==> config.mk <==
export PLATFORM = sky130hd
export DESIGN_NAME = lsu_load_queue
export DESIGN_NICKNAME = d
export VERILOG_FILES = /design/src/source/lsu_pkg.sv /design/src/source/lsu_load_queue.sv
export SDC_FILE = /design/constraint.sdc
export NUM_CORES = 1
export LEC_CHECK = 0
export BUFFER_PORTS_ARGS = -buffer_cell sky130_fd_sc_hd__buf_2
export CORE_ASPECT_RATIO = 0.6
export CORE_MARGIN = 3
export CORE_UTILIZATION = 52
export CTS_CLUSTER_DIAMETER = 80
export DETAILED_ROUTE_END_ITERATION = 10
export GPL_ROUTABILITY_DRIVEN = 0
export PLACE_DENSITY = 0.95
export SYNTH_ARGS = -nofsm -noshare
export SYNTH_HDL_FRONTEND = slang
export SYNTH_SLANG_ARGS = --single-unit
==> constraint.sdc <==
create_clock -name clk -period 8.7 [get_ports clk]
set_input_delay 1.74 -clock clk [delete_from_list [all_inputs] [get_ports clk]]
set_output_delay 1.74 -clock clk [all_outputs]
set_load 0.02 [all_outputs]
==> src/source/lsu_pkg.sv <==
package lsu_pkg;

	localparam int tag_width = 4;
	localparam int data_width = 32;
	localparam int addr_width = 10; // word address, 1024 words
	localparam int imm_width = 16;

	// address generation holds two waiting entries
	localparam int agu_depth = 2;

	// one immediate field, read as an absolute address or a signed offset
	typedef union packed {
		struct packed {
			logic [imm_width-addr_width-1:0] pad;
			logic [addr_width-1:0] addr;
		} abs;
		logic signed [imm_width-1:0] offset;
	} lsu_imm_u;

endpackage

==> src/source/lsu_load_queue.sv <==
`timescale 1ns/1ps

module lsu_load_queue #(
	parameter int load_depth = 2,
	parameter int store_depth = 4,
	localparam int slot_width = $clog2(load_depth > store_depth ? load_depth : store_depth),
	localparam int count_width = $clog2(load_depth + 1),
	localparam int older_width = $clog2(store_depth + 1)
) (
	input logic clk,
	input logic reset,
	input logic issue_accept,
	input logic issue_store,
	input logic issue_absolute,
	input lsu_pkg::lsu_imm_u issue_imm,
	input logic [lsu_pkg::tag_width-1:0] issue_tag,
	input logic [older_width-1:0] store_count,
	input logic agu_write,
	input logic agu_is_store,
	input logic [slot_width-1:0] agu_slot,
	input logic [lsu_pkg::addr_width-1:0] agu_addr,
	input logic older_known,
	input logic fwd_hit,
	input logic [lsu_pkg::data_width-1:0] fwd_data,
	input logic commit,
	input logic [lsu_pkg::data_width-1:0] mem_rdata,
	input logic load_ready,
	output logic load_full,
	output logic [slot_width-1:0] load_next_slot,
	output logic load_pop,
	output logic [lsu_pkg::addr_width-1:0] head_addr,
	output logic [older_width-1:0] head_older,
	output logic load_valid,
	output logic result_valid,
	output logic [lsu_pkg::tag_width-1:0] result_tag,
	output logic [lsu_pkg::data_width-1:0] result_data
);
	logic [count_width-1:0] count;
	logic [count_width-1:0] ins;
	logic push;

	logic [lsu_pkg::tag_width-1:0] tag [load_depth];
	logic [lsu_pkg::addr_width-1:0] addr [load_depth];
	logic addr_valid [load_depth];
	logic [older_width-1:0] older [load_depth]; // stores ahead of this load

	logic [lsu_pkg::addr_width-1:0] upd_addr [load_depth];
	logic upd_addr_valid [load_depth];
	logic [older_width-1:0] upd_older [load_depth];

	logic hit_q;
	logic [lsu_pkg::data_width-1:0] fwd_q;

	assign push = issue_accept && !issue_store;
	assign ins = count - count_width'(load_pop);
	assign load_next_slot = slot_width'(ins);
	assign load_full = count == count_width'(load_depth) && !load_pop;

	assign load_valid = count != '0 && addr_valid[0] && older_known;
	assign load_pop = load_valid && load_ready;
	assign head_addr = addr[0];
	assign head_older = older[0];

	always_comb begin
		logic hit;
		for (int j = 0; j < load_depth; j++) begin
			hit = agu_write && !agu_is_store && agu_slot == slot_width'(j);
			upd_addr_valid[j] = addr_valid[j] || hit;
			upd_addr[j] = hit ? agu_addr : addr[j];
			upd_older[j] = older[j] - older_width'(commit && older[j] != '0);
		end
	end

	always_ff @(posedge clk) begin
		if (reset) begin
			count <= '0;
		end else begin
			count <= ins + count_width'(push);
		end
	end

	// shift toward slot 0 on pop; last slot takes don't-care data
	always_ff @(posedge clk) begin
		for (int j = 0; j < load_depth; j++) begin
			if (push && ins == count_width'(j)) begin
				tag[j] <= issue_tag;
				addr[j] <= issue_imm.abs.addr;
				addr_valid[j] <= issue_absolute;
				older[j] <= store_count - older_width'(commit);
			end else if (load_pop) begin
				tag[j] <= tag[(j + 1) % load_depth];
				addr[j] <= upd_addr[(j + 1) % load_depth];
				addr_valid[j] <= upd_addr_valid[(j + 1) % load_depth];
				older[j] <= upd_older[(j + 1) % load_depth];
			end else begin
				addr[j] <= upd_addr[j];
				addr_valid[j] <= upd_addr_valid[j];
				older[j] <= upd_older[j];
			end
		end
	end

	always_ff @(posedge clk) begin
		if (reset) begin
			result_valid <= 1'b0;
		end else begin
			result_valid <= load_pop;
		end
	end

	always_ff @(posedge clk) begin
		if (load_pop) begin
			result_tag <= tag[0];
			hit_q <= fwd_hit;
			fwd_q <= fwd_data;
		end
	end

	// memory word arrives one cycle after the pop
	assign result_data = hit_q ? fwd_q : mem_rdata;

endmodule

==> out/qor.yml <==
sta:
  fmax_ghz: 0.2145
  fin_hold_ws_ns: 0.4611
  rsz0062_at_grt: "no"
  period_needed_ns: 4.661
  worstMarginPinSlew_ns: 1.299
  slew_violations: 0
  slew_headroom: 0.1341
  finalWorstSetupSlack_ns: 4.039
  hold_violations: 0
  setup-violations-final: 0
  fin_setup_tns_ns: 0
  finClkSkew_ns: 0.004816
  finalCritPeriodShare: 0.5358
floorplanning:
  std_cell_rows: 23
  num_io_pins: 165
  die_y_um: 73.33
  die_w_um: 118.2
  start_util: 0.5618
  core_mm2: 0.006993
  dieArea_mm2: 0.008669
worst_setup_path:
  reg2reg_slack_ns: 5.35
  critical_path_arrival_ns: 2.92
  cp_slowest_cell: "buf_4"
  r2r_cells: 7
  max_stage_delay_ns: 0.53
  critPathKind: "input port to output pin"
  r2r-start: "addr_valid[0]"
  worstPathRequired_ns: 6.96
  start_kind: "input port"
  cp_cell_sequence: "buf_2 > o2111ai_2 > inv_2 > buf_4 > buf_2"
  crit_top_cell: "buf_2"
  crit_fanout: 50
  end_kind: "output pin"
  r2r-end: "tag[1][3]"
synthesis:
  yosysUniqueCellTypes: 38
  async_flop_share: 0
  synthTopCellsByArea: "edfxtp_1 56%, mux2_2 13%, mux2i_1 6.6%, a211oi_2 3.2%, ha_1 2.5%"
  ys_warn_count: 0
  synthesis.area_mm2: 0.003929
  synth.largest_area_cell: "edfxtp_1"
  synth_enable_flop_cells: 73
  yosys.area.top_type_share: 0.5580
  syn_area_per_cell_um2: 14.23
  ys_seq_elements: 76
  netlist_instances: 276
  ys_seq_area_frac: 0.5732
  synth_common_cells: "73 x edfxtp_1, 46 x mux2_2, 26 x mux2i_1"
  ys.flop_type: "edfxtp_1"
  synth.most_common_cell: "edfxtp_1"
global_routing:
  grt_max_degree: 51
  track_usage: 0.2310
  grt_pass1_vias: 3085
  overflow: 0
  grt_first_pass_wirelength_mm: 15.12
  antenna_found_initial: 0
cts:
  clk_latency_ns: 0.33
  post_cts_buffers: 0
  cts_resized: 0
  clockRootBuffer: "clkbuf_16"
  cts_buffers: 9
  hold_buffers: 0
  htreeDepth: 3
  clk_pin_slew_worst_paths_ns: 0.06
  ctsLongestPathBuffers: 2
  cts_tree: "done"
  cts.sinks: 76
pwr:
  vdd_drop_max_mv: 0.1153
  powerDensity_mw_per_mm2: 201.5
  power_leakage_nw: 2.260
layout:
  drive_above_1_share: 0.5270
  fill_cells: 480
  syn_to_final_growth_pct: 32.39
  antenna_cells: 0
  layout.nets: 576
placed_design:
  hpwl_mm: 7.256
  portBuffers: 158
  preCtsSetupSlack_ns: 3.977
routing:
  viasPerCell: 5.190
  drc_errors: 0
  drt_first_iter_violations: 200
  dr.pass1.iters: 4
  detail_route.wl_per_cell_um: 17.55
  routed_wl_mm: 9.883
  ant_nets: 0
  via_count: 2922
min_path:
  min_from: "tag[0][2]"
  min_path_type: "flop to flop"
  hold_end: "result_tag[2]"
  hold_depth: 0
run:
  cap_violations: 0
run_status:
  status: "finished, final reports clean"
-- layout make-up --
cell class | count | area (um2) | share of cell area
flip-flops and latches | 76 | 2252 | 0.4330
clock inverters | 7 | 115.1 | 0.02213
well taps | 100 | 125.1 | 0.02406
multi-input cells | 200 | 1633 | 0.3139
repair buffers | 161 | 813.3 | 0.1564
inverters | 10 | 37.54 | 0.007217
clock buffers | 9 | 225.2 | 0.04330
-- stage by stage --
step | power (mW) | area [um2] | utilization | std cells
2_1_floorplan | 0.5698 | 4030 | - | 303
3_3_place_gp | 0.6208 | 4861 | 0.6951 | 547
3_5_place_dp | 0.6323 | 4861 | 0.6951 | 547
4_1_cts | 1.056 | 5201 | 0.7438 | 563
5_1_grt | 1.091 | 5201 | 0.7438 | 563
6_report | 1.048 | 5201 | 0.7438 | 563
-- worst max-delay path, delay by kind of cell --
family | cells | cell delay (ns)
buffers and inverters | 4 | 1.01
AO/OA/AOI/OAI | 1 | 0.14
-- sequential cells by signal, summed over array words and instances, names as in the netlist --
name / cells
result_tag: 4
addr_valid: 2
result_valid: 1
fwd_q: 32
hit_q: 1
tag: 8
addr: 20
count: 2
older: 6
-- report_power, final --
part           switching, mW  internal (mW)  total [mW]
Sequential            0.0144          0.437       0.452
Combinational         0.0955         0.0799       0.175
Clock                  0.142          0.279       0.421
-- worst max-delay path by stage --
stage                     cells past startpoint  slack, ns                end         from
after CTS                                     5       4.05           load_pop  older_known
after global placement                        8       4.06          tag[1][0]  older_known
after detailed placement                      8       3.98          tag[1][3]  older_known
after floorplan                               5       3.61  load_next_slot[1]  older_known
after global routing                          5       3.98           load_pop  older_known
final                                         5       4.04           load_pop  older_known
-- cell usage in the layout, fill, tap and decap left out, types with 3 or more instances in the layout --
| cell | Yosys | final |
|---|---|---|
| inv_1 | 9 | 9 |
| mux2_2 | 46 | 46 |
| ha_1 | 8 | 8 |
| mux2i_1 | 26 | 26 |
| and3_1 | 10 | 10 |
| dfxtp_1 | 3 | 3 |
| nand2_1 | 15 | 15 |
| bufinv_16 | 0 | 3 |
| xnor2_1 | 4 | 4 |
| a211oi_2 | 10 | 10 |
| conb_1 | 1 | 28 |
| a21oi_1 | 3 | 3 |
| o21ai_1 | 6 | 6 |
| nor2_1 | 15 | 15 |
| mux2_4 | 4 | 4 |
| buf_4 | 1 | 3 |
| o21ai_0 | 8 | 8 |
| clkbuf_16 | 0 | 9 |
| buf_2 | 4 | 158 |
| edfxtp_1 | 73 | 73 |
-- layer usage --
layer / track usage / vias up / share of wire
li1: - / 1373 / -
met1: 0.2609 / 1414 / 0.39
met2: 0.4118 / 114 / 0.51
met3: 0.09308 / 21 / 0.076
met4: 0.06883 / 0 / 0.020
met5: 0 / - / 0
-- cells by family after synthesis --
logic type      synth area share
fa+ha+maj                0.02548
mux                       0.2134
simple gates             0.06656
other cells            0.0009545
flops                     0.5732
compound gates           0.06752
buf+inv                  0.03981
xor+xnor                 0.01306
Power figures use the tool's default switching activity.
